## src/geom_pkg.sv

```systemverilog
package geom_pkg;

	// all motion math runs in 1/64 pixel units, so divide by 64 to get pixels
	localparam int fixed_point_mult = 64;

	// visible frame extent, last pixel index on each axis
	localparam int frame_width_fp  = 639 * fixed_point_mult;
	localparam int frame_height_fp = 479 * fixed_point_mult;

	localparam int tile_size_fp  = 64 * fixed_point_mult;
	localparam int bumpy_size_fp = 16 * fixed_point_mult; // square sprite box

	// character starts centered inside the first tile
	localparam int start_x_fp = tile_size_fp / 2 - bumpy_size_fp / 2;
	localparam int start_y_fp = tile_size_fp / 2 - bumpy_size_fp / 2;

	// margin kept from the side walls before a wall counts as hit
	localparam int border_offset = 100;

	// top-left corner in whole pixels
	typedef struct packed {
		logic signed [10:0] x;
		logic signed [10:0] y;
	} pixel_pos_t;

	// top-left corner in sub-pixel units
	typedef struct packed {
		logic signed [31:0] x;
		logic signed [31:0] y;
	} fp_pos_t;

endpackage

```

## src/bumpy_pkg.sv

```systemverilog
package bumpy_pkg;

	// motion states of the character
	typedef enum logic [3:0] {
		s_reset,
		s_idle,
		s_left,
		s_right,
		s_down,
		s_up,
		s_die,
		s_bounce_from_left,
		s_bounce_from_right,
		s_bounce_from_top,
		s_down_from_right,
		s_down_from_left
	} motion_state_t;

	// one-hot border codes
	typedef enum logic [3:0] {
		edge_none   = 4'b0000,
		edge_bottom = 4'b0001,
		edge_right  = 4'b0010,
		edge_top    = 4'b0100,
		edge_left   = 4'b1000
	} edge_code_t;

	// direction keys, level inputs
	typedef struct packed {
		logic left;
		logic right;
		logic up;
		logic down;
	} keys_t;

	typedef struct packed {
		logic       collision;
		edge_code_t code;
	} hit_t;

	// speeds in sub-pixel units per frame
	localparam int speed_x = 60;
	localparam int speed_y = 2 * speed_x;

	// jump height is one tile minus a step
	localparam int step_size_fp = 7 * geom_pkg::fixed_point_mult;
	localparam int jump_limit   = geom_pkg::tile_size_fp - step_size_fp;

endpackage

```

## src/frame_edge_detect.sv

```systemverilog
`timescale 1ns/1ps

module frame_edge_detect (
	input  logic              clk,
	input  logic              resetN,
	input  geom_pkg::fp_pos_t pos_fp,
	output bumpy_pkg::hit_t   hit
);

	bumpy_pkg::edge_code_t edge_code;
	logic signed [31:0]    box_right;
	logic signed [31:0]    box_bottom;

	// far corner of the character box
	assign box_right  = pos_fp.x + geom_pkg::bumpy_size_fp;
	assign box_bottom = pos_fp.y + geom_pkg::bumpy_size_fp;

	// only one edge is reported, floor wins over ceiling over walls
	always_comb begin
		edge_code = bumpy_pkg::edge_none;
		if (box_bottom >= geom_pkg::frame_height_fp) begin
			edge_code = bumpy_pkg::edge_bottom;
		end
		else if (pos_fp.y <= 0) begin
			edge_code = bumpy_pkg::edge_top;
		end
		else if (pos_fp.x < geom_pkg::border_offset) begin
			edge_code = bumpy_pkg::edge_left;
		end
		else if (box_right > (geom_pkg::frame_width_fp - geom_pkg::border_offset)) begin
			edge_code = bumpy_pkg::edge_right;
		end
	end

	// registered so fsm and motion block see the same value all cycle
	always_ff @(posedge clk or negedge resetN) begin
		if (!resetN) begin
			hit.collision <= 1'b0;
			hit.code      <= bumpy_pkg::edge_none;
		end
		else begin
			hit.collision <= (edge_code != bumpy_pkg::edge_none);
			hit.code      <= edge_code;
		end
	end

endmodule

```

## src/bumpy_fsm.sv

```systemverilog
`timescale 1ns/1ps

module bumpy_fsm (
	input  logic                     clk,
	input  logic                     resetN,
	input  bumpy_pkg::keys_t         keys,
	input  logic                     hazard,
	input  bumpy_pkg::hit_t          hit,
	output bumpy_pkg::motion_state_t state
);

	bumpy_pkg::motion_state_t next_state;
	bumpy_pkg::motion_state_t key_state;
	logic hit_bottom;
	logic hit_top;
	logic hit_left;
	logic hit_right;

	assign hit_bottom = hit.collision && (hit.code == bumpy_pkg::edge_bottom);
	assign hit_top    = hit.collision && (hit.code == bumpy_pkg::edge_top);
	assign hit_left   = hit.collision && (hit.code == bumpy_pkg::edge_left);
	assign hit_right  = hit.collision && (hit.code == bumpy_pkg::edge_right);

	// key decode, left > right > up > down
	always_comb begin
		if (keys.left)
			key_state = bumpy_pkg::s_left;
		else if (keys.right)
			key_state = bumpy_pkg::s_right;
		else if (keys.up)
			key_state = bumpy_pkg::s_up;
		else if (keys.down)
			key_state = bumpy_pkg::s_down;
		else
			key_state = bumpy_pkg::s_idle;
	end

	always_comb begin
		next_state = state;
		case (state)
			bumpy_pkg::s_reset:
				next_state = bumpy_pkg::s_idle;
			bumpy_pkg::s_die:
				next_state = bumpy_pkg::s_die; // only reset leaves
			bumpy_pkg::s_idle, bumpy_pkg::s_left, bumpy_pkg::s_right,
			bumpy_pkg::s_up, bumpy_pkg::s_down: begin
				// a wall hit in the direction of motion beats the keys
				if ((state == bumpy_pkg::s_left) && hit_left)
					next_state = bumpy_pkg::s_bounce_from_left;
				else if ((state == bumpy_pkg::s_right) && hit_right)
					next_state = bumpy_pkg::s_bounce_from_right;
				else if ((state == bumpy_pkg::s_up) && hit_top)
					next_state = bumpy_pkg::s_bounce_from_top;
				else
					next_state = key_state;
			end
			bumpy_pkg::s_bounce_from_left: begin
				if (hit_bottom)
					next_state = bumpy_pkg::s_idle;
				else if (keys.down)
					next_state = bumpy_pkg::s_down_from_left;
			end
			bumpy_pkg::s_bounce_from_right: begin
				if (hit_bottom)
					next_state = bumpy_pkg::s_idle;
				else if (keys.down)
					next_state = bumpy_pkg::s_down_from_right;
			end
			bumpy_pkg::s_bounce_from_top, bumpy_pkg::s_down_from_left,
			bumpy_pkg::s_down_from_right: begin
				if (hit_bottom)
					next_state = bumpy_pkg::s_idle; // landed
			end
			default:
				next_state = bumpy_pkg::s_idle;
		endcase

		// hazard kills the character from anywhere after reset has settled
		if (hazard && (state != bumpy_pkg::s_reset))
			next_state = bumpy_pkg::s_die;
	end

	always_ff @(posedge clk or negedge resetN) begin
		if (!resetN)
			state <= bumpy_pkg::s_reset;
		else
			state <= next_state;
	end

endmodule

```

## src/bumpy_move.sv

```systemverilog
`timescale 1ns/1ps

module bumpy_move (
	input  logic                     clk,
	input  logic                     resetN,
	input  logic                     start_of_frame, // one pulse per frame
	input  bumpy_pkg::motion_state_t state,
	input  bumpy_pkg::hit_t          hit,
	output geom_pkg::fp_pos_t        pos_fp,
	output geom_pkg::pixel_pos_t     pos,
	output logic                     dead_led
);

	logic signed [31:0] vel_x;
	logic signed [31:0] vel_y;
	logic signed [31:0] jump_start_x;
	logic signed [31:0] jump_start_y;
	logic signed [31:0] pix_x;
	logic signed [31:0] pix_y;
	logic               hit_bottom;
	logic               hit_top;
	logic               above_jump; // risen past the jump height

	assign hit_bottom = hit.collision && (hit.code == bumpy_pkg::edge_bottom);
	assign hit_top    = hit.collision && (hit.code == bumpy_pkg::edge_top);
	assign above_jump = (pos_fp.y < (jump_start_y - bumpy_pkg::jump_limit)) && (vel_y <= 0);

	// remember where the last floor contact was
	always_ff @(posedge clk or negedge resetN) begin
		if (!resetN) begin
			jump_start_x <= '0;
			jump_start_y <= '0;
		end
		else if (hit_bottom) begin
			jump_start_x <= pos_fp.x;
			jump_start_y <= pos_fp.y;
		end
	end

	// vertical speed
	always_ff @(posedge clk or negedge resetN) begin
		if (!resetN) begin
			vel_y <= '0;
		end
		else begin
			case (state)
				bumpy_pkg::s_reset:
					vel_y <= '0;
				bumpy_pkg::s_idle, bumpy_pkg::s_left, bumpy_pkg::s_right,
				bumpy_pkg::s_bounce_from_left, bumpy_pkg::s_bounce_from_right: begin
					if (vel_y == 0)
						vel_y <= bumpy_pkg::speed_y; // start falling
					else if (hit_bottom && (vel_y >= 0))
						vel_y <= -bumpy_pkg::speed_y; // bounce off the floor
					else if (above_jump)
						vel_y <= bumpy_pkg::speed_y;
				end
				bumpy_pkg::s_down:
					vel_y <= bumpy_pkg::speed_y;
				bumpy_pkg::s_up:
					vel_y <= -bumpy_pkg::speed_y;
				bumpy_pkg::s_bounce_from_top: begin
					if (hit_top && (vel_y <= 0))
						vel_y <= bumpy_pkg::speed_y;
					else
						vel_y <= -bumpy_pkg::speed_y;
				end
				bumpy_pkg::s_down_from_left, bumpy_pkg::s_down_from_right: begin
					if (above_jump)
						vel_y <= bumpy_pkg::speed_y;
				end
				default: ; // s_die keeps its vertical speed
			endcase
		end
	end

	// horizontal speed
	always_ff @(posedge clk or negedge resetN) begin
		if (!resetN) begin
			vel_x <= '0;
		end
		else begin
			case (state)
				bumpy_pkg::s_left:
					vel_x <= -bumpy_pkg::speed_x;
				bumpy_pkg::s_right:
					vel_x <= bumpy_pkg::speed_x;
				bumpy_pkg::s_bounce_from_left: begin
					// push away once inside the wall margin
					if ((pos_fp.x < geom_pkg::border_offset) && (vel_x <= 0))
						vel_x <= bumpy_pkg::speed_x;
					else
						vel_x <= -bumpy_pkg::speed_x;
				end
				bumpy_pkg::s_bounce_from_right: begin
					if (((pos_fp.x + geom_pkg::bumpy_size_fp) >
						(geom_pkg::frame_width_fp - geom_pkg::border_offset)) && (vel_x >= 0))
						vel_x <= -bumpy_pkg::speed_x;
					else
						vel_x <= bumpy_pkg::speed_x;
				end
				bumpy_pkg::s_down_from_left: begin
					if ((pos_fp.x < (jump_start_x - bumpy_pkg::jump_limit)) && (vel_x <= 0))
						vel_x <= '0; // drift has gone far enough
				end
				bumpy_pkg::s_down_from_right: begin
					if ((pos_fp.x > (jump_start_x + bumpy_pkg::jump_limit)) && (vel_x >= 0))
						vel_x <= '0;
				end
				default:
					vel_x <= '0; // reset, idle, up, down, top bounce, die
			endcase
		end
	end

	// dead indicator, lit by the hazard and cleared by a down move
	always_ff @(posedge clk or negedge resetN) begin
		if (!resetN)
			dead_led <= 1'b0;
		else if (state == bumpy_pkg::s_die)
			dead_led <= 1'b1;
		else if (state == bumpy_pkg::s_down)
			dead_led <= 1'b0;
	end

	// position integral, once per frame
	always_ff @(posedge clk or negedge resetN) begin
		if (!resetN) begin
			pos_fp.x <= geom_pkg::start_x_fp;
			pos_fp.y <= geom_pkg::start_y_fp;
		end
		else if (start_of_frame) begin
			pos_fp.x <= pos_fp.x + vel_x;
			pos_fp.y <= pos_fp.y + vel_y;
		end
	end

	// signed divide rounds toward zero
	assign pix_x = pos_fp.x / geom_pkg::fixed_point_mult;
	assign pix_y = pos_fp.y / geom_pkg::fixed_point_mult;
	assign pos.x = pix_x[10:0];
	assign pos.y = pix_y[10:0];

endmodule

```

## src/bumpy_top.sv

```systemverilog
`timescale 1ns/1ps

module bumpy_top (
	input  logic                 clk,
	input  logic                 resetN,
	input  logic                 start_of_frame,
	input  bumpy_pkg::keys_t     keys,
	input  logic                 hazard,
	output geom_pkg::pixel_pos_t pos,
	output logic                 dead_led
);

	bumpy_pkg::motion_state_t state;
	bumpy_pkg::hit_t          hit;      // registered border hit
	geom_pkg::fp_pos_t        pos_fp;   // sub-pixel position

	bumpy_fsm u_fsm (
		.clk    (clk),
		.resetN (resetN),
		.keys   (keys),
		.hazard (hazard),
		.hit    (hit),
		.state  (state)
	);

	bumpy_move u_move (
		.clk            (clk),
		.resetN         (resetN),
		.start_of_frame (start_of_frame),
		.state          (state),
		.hit            (hit),
		.pos_fp         (pos_fp),
		.pos            (pos),
		.dead_led       (dead_led)
	);

	frame_edge_detect u_edge (
		.clk    (clk),
		.resetN (resetN),
		.pos_fp (pos_fp),
		.hit    (hit)
	);

endmodule

```

## config.mk

```make
export PLATFORM = sky130hd
export DESIGN_NAME = bumpy_top
export DESIGN_NICKNAME = d
export VERILOG_FILES = /design/src/geom_pkg.sv /design/src/bumpy_pkg.sv /design/src/frame_edge_detect.sv /design/src/bumpy_fsm.sv /design/src/bumpy_move.sv /design/src/bumpy_top.sv
export SDC_FILE = /design/constraint.sdc
export NUM_CORES = 1
export LEC_CHECK = 0
export ABC_CLOCK_PERIOD_IN_PS = 6000
export BUFFER_PORTS_ARGS = -buffer_cell sky130_fd_sc_hd__buf_2
export CORE_UTILIZATION = 35
export CTS_CLUSTER_SIZE = 30
export DETAILED_ROUTE_END_ITERATION = 12
export PLACE_DENSITY = 0.58
export SYNTH_ARGS = -nofsm -noshare
export SYNTH_HDL_FRONTEND = slang
export SYNTH_HIERARCHICAL = 1
export SYNTH_SLANG_ARGS = --single-unit
```

## constraint.sdc

```tcl
create_clock -name clk -period 6 [get_ports clk]
set_clock_uncertainty 0.1 [all_clocks]
set_input_delay 1.2 -clock clk [delete_from_list [all_inputs] [get_ports clk]]
set_output_delay 1.2 -clock clk [all_outputs]
set_load 0.03 [all_outputs]
```

; ---- Yosys cells after proc, flatten, opt, wreduce, memory -nomap -nowiden
; Cells that the tools add are included.
[op_classes]
n_eq_ne = 20
bitwise = 2
order_cmp = 11
reduce_logical = 29
add_sub_neg = 9
mux = 30
[op_table]
columns = cell, n
row1 = $pmux 32 s6, 2
row2 = $mux 32, 8
row3 = $le 32x1->1 const B, 3
row4 = $add 32x12->32 const B, 2
row5 = $add 32x32->32, 2
row6 = $ge 32x1->1 const B, 2
row7 = $lt 32x32->1, 2
row8 = $sub 32x13->32 const B, 2
row9 = $mux 4, 15
row10 = $add 32x13->32 const B, 1
row11 = $ge 32x16->1 const B, 1
row12 = $gt 32x17->1 const B, 1
row13 = $gt 32x32->1, 1
row14 = $logic_not 32->1, 1
row15 = $lt 32x8->1 const B, 1
row16 = $add 11x1->11, 2
row17 = $eq 4x3->1 const B, 5
row18 = $eq 4x4->1 const B, 5
row19 = $pmux 4 s5, 1
row20 = $logic_and 1x1->1, 15
row21 = $eq 4x2->1 const B, 3
row22 = $reduce_or 6->1, 2
row23 = $reduce_or 5->1, 2
row24 = $eq 4x1->1 const B, 2
row25 = other kinds (15), 20
[word_totals]
ff_bits = 202
out_inout_bits = 23

; ---- Depth between registers and ports, before layout
; Gate-level depths: netlist of the first run.
[logic_depth]
word_depth = 9
mapped_depth = 19
depth_no_buf = 18

; ---- Modules after synthesis
; Netlist of the first run, hierarchy kept.
[by_module_without_submodules]
columns = mod, seq_area_each_um2, instances, area_each_um2, cells_each
row1 = bumpy_move, 4008.8, 1, 12914.9, 1369
row2 = frame_edge_detect, 125.1, 1, 902.1, 125
row3 = bumpy_fsm, 100.1, 1, 530.5, 65

; ---- Worst setup path before layout of the first run
; Ideal clock, no wire load.
[synth_path]
path_kind = reg-to-reg
startpoint = register u_move.jump_start_y[6]
endpoint = register u_move.vel_y[10]
path_buffers = 1
slack_ns = 1.822
t_required_ns = 5.833
t_arrival_ns = 4.011
setup_ns = 0.067
stages_incl_launch_ff = 19
path_cell_list = dfrtp_1 -> nor3_1 -> nor2_1 -> or3_1 -> nand2b_1 -> or3_1 -> nor2_1 -> nand2_1 -> xor2_1 -> ha_1 -> a21oi_1 -> o211ai_1 -> o22ai_1 -> or4_1 -> o21ai_1 -> or2_1 -> a21o_1 -> buf_2 -> a21o_1
[synth_via]
elab_chain_len = 7
[synth_rtl]
columns = element, line
row1 = start: declaration, bumpy_move.sv:17  ; logic signed [31:0] jump_start_y;
row2 = start signal: assignment, bumpy_move.sv:36  ; jump_start_y <= pos_fp.y;
row3 = $sub 32x13->32 (*), bumpy_move.sv:26  ; assign above_jump = (pos_fp.y < (jump_start_y - bumpy_pkg::jump_limit)) && (vel_y <= 0);
row4 = $lt 32x32->1 (*), bumpy_move.sv:26
row5 = $logic_and 1x1->1 (*), bumpy_move.sv:26
row6 = $mux 32 (*), --
row7 = $mux 32 (2 in a row), --
row8 = $pmux 32 s6 (*), --
row9 = end signal: assignment, bumpy_move.sv:52  ; vel_y <= bumpy_pkg::speed_y;
row10 = end signal: assignment, bumpy_move.sv:54  ; vel_y <= -bumpy_pkg::speed_y;
row11 = end signal: assignment, bumpy_move.sv:56  ; vel_y <= bumpy_pkg::speed_y;
row12 = end: declaration, bumpy_move.sv:15  ; logic signed [31:0] vel_y;
; Every way passes the cells marked *; elsewhere a longest branch is shown, timed or not.
; A chain may end at the register's enable or synchronous reset.

; ---- Final worst setup path of the first run
[layout_path]
startpoint = register u_move.jump_start_y[7]
endpoint = register u_move.vel_y[9]
; The elaborated chain is that of the path after synthesis.

==> flow_metrics.py, run 1 <==
metrics = {
    "setup_path": {
        "start_kind": "flop",
        "arrival_ns": 5.46,
        "critPathMaxFanout": 23,
        "end_kind": "flop",
        "slowest_delay_ns": 0.61,
        "critPathKind": "reg2reg",
        "path_cells": "nor3_1 -> nor2_1 -> or3_1 -> nand2b_1 -> or3_1 -> nor2_1 -> nand2_1 -> xor2_1 -> ha_1 -> a21oi_1 -> o211ai_1 -> o22ai_1 -> or4_1 -> o21ai_1 -> or2_1 -> a21o_1 -> a21o_1",
        "worst-endpoint-required_ns": 6.29,
        "cp_slowest_cell": "a21o_1",
    },
    "power_and_ir_drop": {
        "vdd_ir_drop_max_v": 0.000243,
        "fin_total_pwr_mw": 10.2,
        "power_density_mw_per_mm2": 656,
        "power.leakage_nw": 6.98,
    },
    "synthesis": {
        "ys_ff_latch": 169,
        "synth_edf_count": 0,
        "synth_area_mm2": 0.0143,
        "yosys.area_share.simple_pct": 18.3,
        "synth.yosys.seq_area_share_pct": 29.5,
        "synth_cell_type_count": 98,
        "ys_async_sr_fraction_pct": 100,
        "synthXorXnorAreaFrac_pct": 8.42,
        "synth_fa_ha_area_share_pct": 13.8,
        "synth_compound_area_share_pct": 18.8,
        "synth_top_family_by_area": "compound AO/OA/AOI/OAI gates",
        "syn_area_per_cell_um2": 9.20,
        "post_synth_inst_count": 1559,
        "muxShareOfSynthArea_pct": 7.97,
        "synth_warnings": 6,
        "synthFlopType": "dfrtp_1",
    },
    "clocking": {
        "cts.path.max_buffers": 2,
        "post-cts-setup-buffer-count": 0,
        "root_buffer": "clkbuf_16",
        "clk_latency_ns": 0.46,
        "ctsResizeCount": 0,
        "cts_sinks": 169,
        "cts_buffers": 17,
        "cts_hold_buf": 0,
        "path_clk_slew_ns": 0.07,
        "cts_tree": "yes",
        "htree_levels": 4,
    },
    "floorplanning": {
        "die_y_um": 204,
        "die_area_mm2": 0.0418,
        "core-area_mm2": 0.0401,
        "rows": 73,
        "start_util_pct": 35.8,
        "die_w_um": 204,
        "num_io_pins": 31,
    },
    "sta": {
        "setup_violations": 0,
        "setup_tns_ns": 0,
        "fin_crit_sh_pct": 86.2,
        "max_freq_ghz": 0.193,
        "hold-worst-slack_ns": 0.388,
        "hold_viol": 0,
        "finalMaxSlewViolations": 0,
        "slew_headroom_pct": 40.1,
        "worstMarginPinSlew_ns": 0.898,
        "fin_crit_ns": 5.17,
        "rsz0062_at_grt": "false",
    },
    "global_route": {
        "grt_pass1_vias": 11600,
        "grt_max_degree": 88,
        "antenna_found_initial": 0,
        "grt_util_all_layers_pct": 18.5,
        "grt_overflow": 0,
        "busiest_layer": "met2",
        "grt_util_met3_pct": 2.81,
        "grt_pass1_wl_um": 61500,
        "use_met2_pct": 32.4,
        "grt_use_met1_pct": 23.3,
    },
    "detailed_routing": {
        "routedWlPerCell_um": 17.8,
        "vias": 11900,
        "drt_iter0_drc": 731,
        "dr.pass1.iters": 7,
        "ant_nets": 0,
        "viasPerCell": 5.63,
        "drc": 0,
        "wirelength_um": 37500,
    },
    "run": {
        "cap_violations": 0,
    },
    "cells_and_area": {
        "nets": 1732,
        "drive_gt1_share_pct": 13.1,
        "finalInstanceArea_mm2": 0.0156,
        "instances_no_fill": 2105,
        "diodes": 0,
        "area_delta_synth_final_pct": 8.82,
    },
    "placement": {
        "place_hpwl_um": 26900,
        "dpl_cell_area_mm2": 0.0150,
        "dpl.cell_count": 2073,
        "gp_congestion": 0.863,
        "port_buffers": 30,
    },
    "min_path": {
        "hp-class": "reg2reg",
    },
    "outcome": {
        "status": "completed",
    },
}
[layout make-up]
| cell class | instances | area, um2 |
|---|---|---|
| Multi-Input combinational cell | 1288 | 9670 |
| Inverter | 50 | 188 |
| Clock buffer | 18 | 439 |
| Clock inverter | 14 | 188 |
| Fill cell | 3999 | 24500 |
| Sequential cell | 169 | 4230 |
| Timing Repair Buffer | 41 | 239 |
| Tap cell | 525 | 657 |
[where the power goes]
part           internal [mW]  total (mW)  switching [mW]
sequential              1.69        2.86            1.17
combinational           2.91        6.18            3.26
clock                  0.679        1.21           0.531
[metrics by stage]
stage               utilization [%]  setup WS [ns]
floorplan                         -           1.82
global placement               37.4           1.03
detailed placement             37.4          0.878
CTS                            38.9          0.862
global route                   38.9          0.453
finish                         38.9          0.830
[synth_stat cells, types with 4 or more instances]
cell	instances	area, um2
o21ai_1	17	85.1
clkbuf_1	36	135
mux2i_1	4	40.0
nand3_1	48	240
a2111o_1	4	45.0
nand2b_1	19	119
o2111ai_1	5	43.8
o311ai_1	4	35.0
a21boi_0	6	45.0
nand4_1	34	213
buf_6	4	45.0
o21bai_1	12	90.1
and4_1	8	70.1
o31ai_1	7	52.6
nor2b_1	19	119
buf_1	5	18.8
inv_1	49	184
nor2_1	97	364
nand2_1	105	394
buf_4	4	30.0
o211ai_1	6	45.0
o21a_1	13	97.6
dfrtp_1	165	4130
o221ai_1	4	35.0
mux2_2	98	1100
and2b_1	4	30.0
xor2_1	60	526
a211o_1	4	35.0
xnor2_1	78	683
nor3_1	43	215
o22ai_1	5	31.3
a211oi_1	19	143
nor4_1	34	213
dfstp_2	4	105
and3_1	27	169
o21ai_0	55	275
a21o_1	87	653
or3_1	10	62.6
a21oi_1	84	420
a221o_1	4	40.0
ha_1	155	1940
nand3b_1	10	75.1
a31oi_1	16	100
or4_1	8	60.1
[registers in the layout, summed over array words and instances, names as in the netlist]
signal               count
u_fsm/state              4
u_move/pos_fp           62
u_move/jump_start_x     30
u_move/vel_y            32
u_move/jump_start_y     32
u_move/dead_led          1
u_move/vel_x             3
u_edge/hit               5
[layout by cell type, fill, tap and decap left out, types with 27 or more instances in the layout]
cell | Yosys | layout
nor2_1 | 97 | 97
o21ai_0 | 55 | 55
nand3_1 | 48 | 48
nand2_1 | 105 | 105
ha_1 | 155 | 155
a21oi_1 | 84 | 84
nand4_1 | 34 | 34
nor4_1 | 34 | 34
a21o_1 | 87 | 87
nor3_1 | 43 | 43
buf_2 | 2 | 29
inv_1 | 49 | 49
xor2_1 | 60 | 60
and3_1 | 27 | 27
dfrtp_1 | 165 | 165
xnor2_1 | 78 | 78
mux2_2 | 98 | 98
[worst max-delay path, delay by kind of cell (launching register included)]
kind | cells | cell delay [ns]
compound gates | 6 | 1.55
xor+xnor | 1 | 0.15
fa+ha+maj | 1 | 0.30
flops | 1 | 0.39
simple gates | 9 | 2.60
[cell families (layout without fill, tap and decap cells)]
family | count (synthesis) | after routing
XOR/XNOR | 138 | 138
adder cells (fa/ha/maj) | 157 | 157
other | 1 | 2
buffers and inverters | 103 | 123
multiplexers | 102 | 102
flip-flops | 169 | 169
AND/OR/NAND/NOR | 495 | 495
AO/OA/AOI/OAI | 394 | 394
[layer usage]
metal  part of all wire [%]  routed length (um)  vias up
met1                     46               17300     5827
met3                    2.4                 891       35
met5                      0                   0        -
li1                       -                   -     5846
met4                    1.7                 621        0
met2                     50               18700      151
[worst paths after layout]
kind,startpoint,endpoint,slack (ns),depth (start not counted)
hold / removal,u_move/jump_start_x[3]$_DFFE_PN0P_,u_move/jump_start_x[3]$_DFFE_PN0P_,0.39,2
max in group asynchronous,resetN,u_move/jump_start_x[3]$_DFFE_PN0P_,3.96,2
setup reg to reg,u_move/jump_start_y[7]$_DFFE_PN0P_,u_move/vel_y[9]$_DFFE_PN0P_,0.83,17
setup / recovery,u_move/jump_start_y[7]$_DFFE_PN0P_,u_move/vel_y[9]$_DFFE_PN0P_,0.83,17
hold reg to reg,u_move/jump_start_x[3]$_DFFE_PN0P_,u_move/jump_start_x[3]$_DFFE_PN0P_,0.39,2
min in group asynchronous,resetN,u_move/pos_fp[43]$_DFFE_PN0P_,0.73,1
Power figures use the tool's default switching activity.
==> run 2, diff against run 1 <==
--- a/config.mk
+++ b/config.mk
@@ -13,5 +13,4 @@
 export PLACE_DENSITY = 0.58
 export SYNTH_ARGS = -nofsm -noshare
 export SYNTH_HDL_FRONTEND = slang
-export SYNTH_HIERARCHICAL = 1
 export SYNTH_SLANG_ARGS = --single-unit
==> flow_metrics.py, run 2 <==
metrics = {
    "outcome": {
        "status": "completed",
    },
    "setup_path": {
        "arrival_ns": 5.05,
        "end_kind": "flop",
        "critPathKind": "reg2reg",
        "start_kind": "flop",
        "worst-endpoint-required_ns": 6.25,
        "critPathMaxFanout": 20,
    },
    "detailed_routing": {
        "routedWlPerCell_um": 16.8,
        "drt_iter0_drc": 587,
        "viasPerCell": 5.50,
        "vias": 11700,
        "wirelength_um": 35900,
        "drc": 0,
        "dr.pass1.iters": 5,
        "ant_nets": 0,
    },
    "clocking": {
        "cts_buffers": 17,
        "path_clk_slew_ns": 0.08,
        "htree_levels": 4,
        "clk_latency_ns": 0.46,
        "cts_sinks": 169,
        "cts_hold_buf": 0,
        "post-cts-setup-buffer-count": 0,
        "cts_tree": "yes",
        "cts.path.max_buffers": 2,
        "ctsResizeCount": 0,
        "root_buffer": "clkbuf_16",
    },
    "placement": {
        "place_hpwl_um": 26500,
        "port_buffers": 30,
        "place_ws_ns": 1.19,
        "dpl_cell_area_mm2": 0.0145,
        "gp_congestion": 0.847,
    },
    "run": {
        "cap_violations": 0,
    },
    "synthesis": {
        "synth_warnings": 0,
        "yosysTopAreaCell": "dfrtp_1",
        "synthFlopType": "dfrtp_1",
        "netlist_top_cells_area": "dfrtp_1 (30%), ha_1 (14%), nand2_1 (6.6%), xnor2_1 (5.4%), a21o_1 (4.7%)",
        "ys_async_sr_fraction_pct": 100,
        "synth_area_mm2": 0.0139,
        "synth_top_area_share_pct": 29.7,
        "syn_area_per_cell_um2": 8.60,
        "synth_cell_type_count": 80,
        "synth_top_cells_by_count": "nand2_1 (245), dfrtp_1 (165), ha_1 (155)",
        "post_synth_inst_count": 1618,
        "syn-num-nets": 1783,
        "synth_edf_count": 0,
        "synthMostInstantiatedCell": "nand2_1",
        "ys_ff_latch": 169,
        "synth.yosys.seq_area_share_pct": 30.4,
    },
    "floorplanning": {
        "num_io_pins": 31,
        "die_w_um": 201,
        "core-area_mm2": 0.0389,
        "start_util_pct": 35.8,
        "rows": 72,
        "die_y_um": 201,
        "die_area_mm2": 0.0406,
    },
    "sta": {
        "finalMaxSlewViolations": 0,
        "setup_tns_ns": 0,
        "max_freq_ghz": 0.208,
        "slew_headroom_pct": 32.8,
        "layout_setup_ws_ns": 1.19,
        "worstMarginPinSlew_ns": 1.01,
        "fin_crit_sh_pct": 80.1,
        "hold_viol": 0,
        "setup_violations": 0,
        "hold-worst-slack_ns": 0.384,
        "fin_crit_ns": 4.81,
        "rsz0062_at_grt": "false",
    },
    "cells_and_area": {
        "finalInstanceArea_mm2": 0.0151,
        "area_delta_synth_final_pct": 8.20,
        "drive_gt1_share_pct": 8.31,
        "nets": 1764,
        "final_cell_mix": "nand2_1 (245), dfrtp_1 (165), ha_1 (155), nor2_1 (104), a21o_1 (88)",
        "reg_top3": "u_move.pos_fp x62, u_move.jump_start_y x32, u_move.vel_y x32",
        "fillers": 3957,
        "multiInputGateArea_mm2": 0.00920,
        "largest_register_ffs": 62,
        "top_register": "u_move.pos_fp",
        "regArea_mm2": 0.00423,
        "final_common_cell": "nand2_1",
    },
    "global_route": {
        "grt_pass1_wl_um": 59900,
        "antenna_found_initial": 1,
        "grt_max_degree": 73,
        "grt_util_all_layers_pct": 18.3,
        "grt_overflow": 0,
        "grt_pass1_vias": 11700,
    },
    "power_and_ir_drop": {
        "power.leakage_nw": 6.98,
        "power_density_mw_per_mm2": 658,
        "vdd_ir_drop_max_v": 0.000363,
    },
    "min_path": {
        "hp-class": "reg2reg",
    },
}
run 2: cell count changes after synthesis, sizes merged, moves of 7 or more:
cell,previous run,this run
nand2,105,245
clkbuf,38,60
mux2,98,43
and3,27,16
o21ai,72,81
nor4,37,29
a211oi,22,14
inv,50,43
xnor2,78,86
run 2: metrics by stage:
stage                     power [mW]  cells  util, %
final                           9.90   2131     38.7
after global routing            10.9   2130     38.7
after CTS                       9.97   2130     38.7
after detailed placement        8.76   2098     37.1
after global placement          8.61   2098     37.1
after floorplan                 7.27   1618        -
run 2: path summary, 6_finish.rpt:
path	startpoint	endpoint	slack, ns	depth (start not counted)
setup / recovery	u_move.jump_start_y[6]$_DFFE_PN0P_	u_move.vel_y[12]$_DFFE_PN0P_	1.19	16
hold / removal	u_move.jump_start_y[0]$_DFFE_PN0P_	u_move.jump_start_y[0]$_DFFE_PN0P_	0.38	2
setup reg to reg	u_move.jump_start_y[6]$_DFFE_PN0P_	u_move.vel_y[12]$_DFFE_PN0P_	1.19	16
hold reg to reg	u_move.jump_start_y[0]$_DFFE_PN0P_	u_move.jump_start_y[0]$_DFFE_PN0P_	0.38	2
max in group asynchronous	resetN	u_move.vel_y[5]$_DFFE_PN0P_	3.98	2
min in group asynchronous	resetN	u_move.jump_start_x[9]$_DFFE_PN0P_	0.65	1
run 2: layer usage:
metal	wire, um	track usage, %	share of wire (%)	vias up
met5	0	0	0	-
met4	932	6.93	2.6	0
met3	1340	2.72	3.7	46
met2	16700	30.4	46	197
met1	16900	23.8	47	5654
li1	-	-	-	5817
run 2: logic make-up (layout without fill, tap and decap cells):
kind of cell | count (synthesis) | count (layout) | share of synthesized area, %
buffers and inverters | 119 | 113 | 3.60
DFF | 169 | 169 | 30.4
other | 0 | 1 | 0
xor gates and xnor gates | 142 | 142 | 8.93
and+or+nand+nor | 598 | 598 | 20.6
AOI/OAI and AO/OA | 381 | 381 | 18.1
muxes | 51 | 51 | 4.05
adders and majority gates | 158 | 158 | 14.3
run 2: cell type report:
type | instances | share of cell area (%)
Clock buffer | 17 | 2.82
Inverter | 43 | 1.07
Multi-Input combinational cell | 1330 | 61.1
Antenna cell | 1 | 0.0166
Timing Repair Buffer | 38 | 1.44
Tap cell | 518 | 4.30
Clock inverter | 15 | 1.18
Sequential cell | 169 | 28.1
run 2: worst max-delay path, cell delays in order, from the launching register on:
cell      delay [ns]
dfrtp_1         0.41
nor3_2          0.25
nor2_1          0.11
or4_1           0.50
or4_1           0.60
nor3_2          0.24
nand2b_1        0.13
nor3_1          0.25
xnor2_1         0.13
ha_1            0.35
nand4_1         0.11
nor2_1          0.16
a31o_2          0.20
mux2i_1         0.57
o21ai_1         0.15
buf_4           0.24
a21o_1          0.19
run 2: where the power goes:
part	switching, mW	internal, mW	total, mW	leakage [nW]
clock network	0.554	0.596	1.15	0.289
registers	1.08	1.68	2.76	2.07
logic	3.33	2.67	6.00	4.62
total	4.96	4.94	9.90	6.98
==> run 3, diff against run 2 <==
--- a/config.mk
+++ b/config.mk
@@ -5,12 +5,12 @@
 export SDC_FILE = /design/constraint.sdc
 export NUM_CORES = 1
 export LEC_CHECK = 0
-export ABC_CLOCK_PERIOD_IN_PS = 6000
+export ABC_CLOCK_PERIOD_IN_PS = 4150
 export BUFFER_PORTS_ARGS = -buffer_cell sky130_fd_sc_hd__buf_2
 export CORE_UTILIZATION = 35
 export CTS_CLUSTER_SIZE = 30
 export DETAILED_ROUTE_END_ITERATION = 12
-export PLACE_DENSITY = 0.58
+export PLACE_DENSITY = 0.59
 export SYNTH_ARGS = -nofsm -noshare
 export SYNTH_HDL_FRONTEND = slang
 export SYNTH_SLANG_ARGS = --single-unit
==> constraint.sdc (replaced) <==
create_clock -name clk -period 4.15 [get_ports clk]
set_clock_uncertainty 0.1 [all_clocks]
set_input_delay 0.83 -clock clk [delete_from_list [all_inputs] [get_ports clk]]
set_output_delay 0.83 -clock clk [all_outputs]
set_load 0.03 [all_outputs]
==> flow_metrics.py, run 3 (same netlist as run 2, synthesis figures left out) <==
metrics = {
    "outcome": {
        "status": "finished, violations left",
        "violations": "negative setup slack",
    },
    "min_path": {
        "hp-class": "in2async",
    },
    "clocking": {
        "cts.path.max_buffers": 2,
        "path_clk_slew_ns": 0.08,
        "cts_tree": "yes",
        "cts_sinks": 169,
        "root_buffer": "clkbuf_16",
        "htree_levels": 4,
        "clk_latency_ns": 0.46,
        "cts_buffers": 17,
    },
    "cells_and_area": {
        "instances_no_fill": 2190,
        "largest_register_ffs": 62,
        "top_register": "u_move.pos_fp",
        "drive_gt1_share_pct": 13.9,
        "final_common_cell": "nand2_1",
        "reg_top3": "u_move.pos_fp x62, u_move.jump_start_y x32, u_move.vel_y x32",
        "finalInstanceArea_mm2": 0.0157,
        "area_delta_synth_final_pct": 13.0,
        "final_cell_mix": "nand2_1 (244), dfrtp_1 (165), ha_1 (154), nor2_1 (101), a21o_1 (88)",
        "fillers": 3951,
        "final_util_pct": 40.4,
        "nets": 1824,
        "diodes": 0,
    },
    "detailed_routing": {
        "vias": 12000,
        "wirelength_um": 37600,
        "drt_iter0_drc": 695,
        "viasPerCell": 5.47,
        "dr.pass1.iters": 5,
        "ant_nets": 0,
        "routedWlPerCell_um": 17.1,
        "drc": 0,
    },
    "setup_path": {
        "critPathMaxFanout": 20,
        "worst-endpoint-required_ns": 4.40,
        "start_kind": "flop",
        "arrival_ns": 4.42,
        "end_kind": "flop",
        "critPathKind": "reg2reg",
        "crit_start": "u_move.jump_start_y[6]$_DFFE_PN0P_",
        "timing.rr.start": "u_move.jump_start_y[6]$_DFFE_PN0P_",
    },
    "placement": {
        "place_ws_ns": -0.220,
        "port_buffers": 30,
        "place_hpwl_um": 27500,
        "gp_congestion": 0.862,
        "dpl_cell_area_mm2": 0.0149,
        "dpl.cell_count": 2154,
    },
    "sta": {
        "max_freq_ghz": 0.240,
        "fin_crit_ns": 4.17,
        "hold_viol": 0,
        "rsz0062_at_grt": "true",
        "hold-worst-slack_ns": 0.234,
        "fin_crit_sh_pct": 101,
        "slew_headroom_pct": 30.1,
        "worstMarginPinSlew_ns": 1.04,
        "layout_setup_ws_ns": -0.0219,
        "finalMaxSlewViolations": 0,
        "setup_tns_ns": -0.257,
        "setup_violations": 20,
    },
    "power_and_ir_drop": {
        "power.leakage_nw": 7.34,
        "fin_total_pwr_mw": 15.0,
        "power_density_mw_per_mm2": 955,
        "vdd_ir_drop_max_v": 0.000602,
    },
    "global_route": {
        "antenna_found_initial": 0,
        "grt_util_all_layers_pct": 18.9,
        "grt_pass1_wl_um": 61800,
        "grt_max_degree": 73,
        "grt_pass1_vias": 12000,
        "grt_overflow": 0,
    },
    "floorplanning": {
        "die_area_mm2": 0.0406,
        "start_util_pct": 35.8,
        "rows": 72,
        "core-area_mm2": 0.0389,
        "die_y_um": 201,
        "num_io_pins": 31,
        "die_w_um": 201,
    },
    "run": {
        "cap_violations": 0,
    },
}
[run 3: report_power, final]
group	switching, mW	internal [mW]
Combinational	5.24	4.30
Clock	0.823	0.810
Sequential	1.42	2.43
Total	7.48	7.54
[run 3: what timing repair did]
item	4_1_cts	5_1_grt
hold buffers	0	0
resized for setup	12	39
setup endpoints to repair	35	35
pin swaps	1	21
setup buffers	0	4
[run 3: area by class of cell]
type / count / area (um2) / share of cell area [%]
repair buffers: 98 / 674 / 4.29
inverters: 43 / 161 / 1.03
multi-input cells: 1330 / 9420 / 59.9
clock inverters: 15 / 169 / 1.07
clock buffers: 17 / 425 / 2.70
well taps: 518 / 648 / 4.12
flip-flops and latches: 169 / 4230 / 26.9
[run 3: layer usage]
metal / routed length, um / track usage, %
met2: 18100 / 32.2
met1: 17400 / 24.3
met4: 762 / 6.20
met3: 1360 / 2.77
met5: 0 / 0
[run 3: final timing paths]
kind	endpoint	slack, ns	cells after the start
min reg2reg	u_move.jump_start_x[2]$_DFFE_PN0P_	0.39	2
max in group asynchronous	u_move.pos_fp[9]$_DFFE_PN1P_	2.79	2
min in group clk	u_move.jump_start_x[2]$_DFFE_PN0P_	0.39	2
max reg2reg	u_move.vel_y[14]$_DFFE_PN0P_	-0.02	18
max	u_move.vel_y[14]$_DFFE_PN0P_	-0.02	18
min	u_move.jump_start_x[7]$_DFFE_PN0P_	0.23	1
[run 3: critical path, cell delays in order (launching register included)]
cell and delay [ns]:
dfrtp_1 0.42, buf_4 0.15, nor3_2 0.18, nor2_1 0.11, or4_4 0.43, or4_4 0.52
buf_4 0.16, xor2_1 0.13, ha_1 0.29, a21o_1 0.19, a21o_1 0.17, a21oi_1 0.14
o21ai_0 0.12, nand2_1 0.12, nand3_2 0.10, mux2i_4 0.23, o21ai_2 0.10, buf_6 0.21
a21o_1 0.19
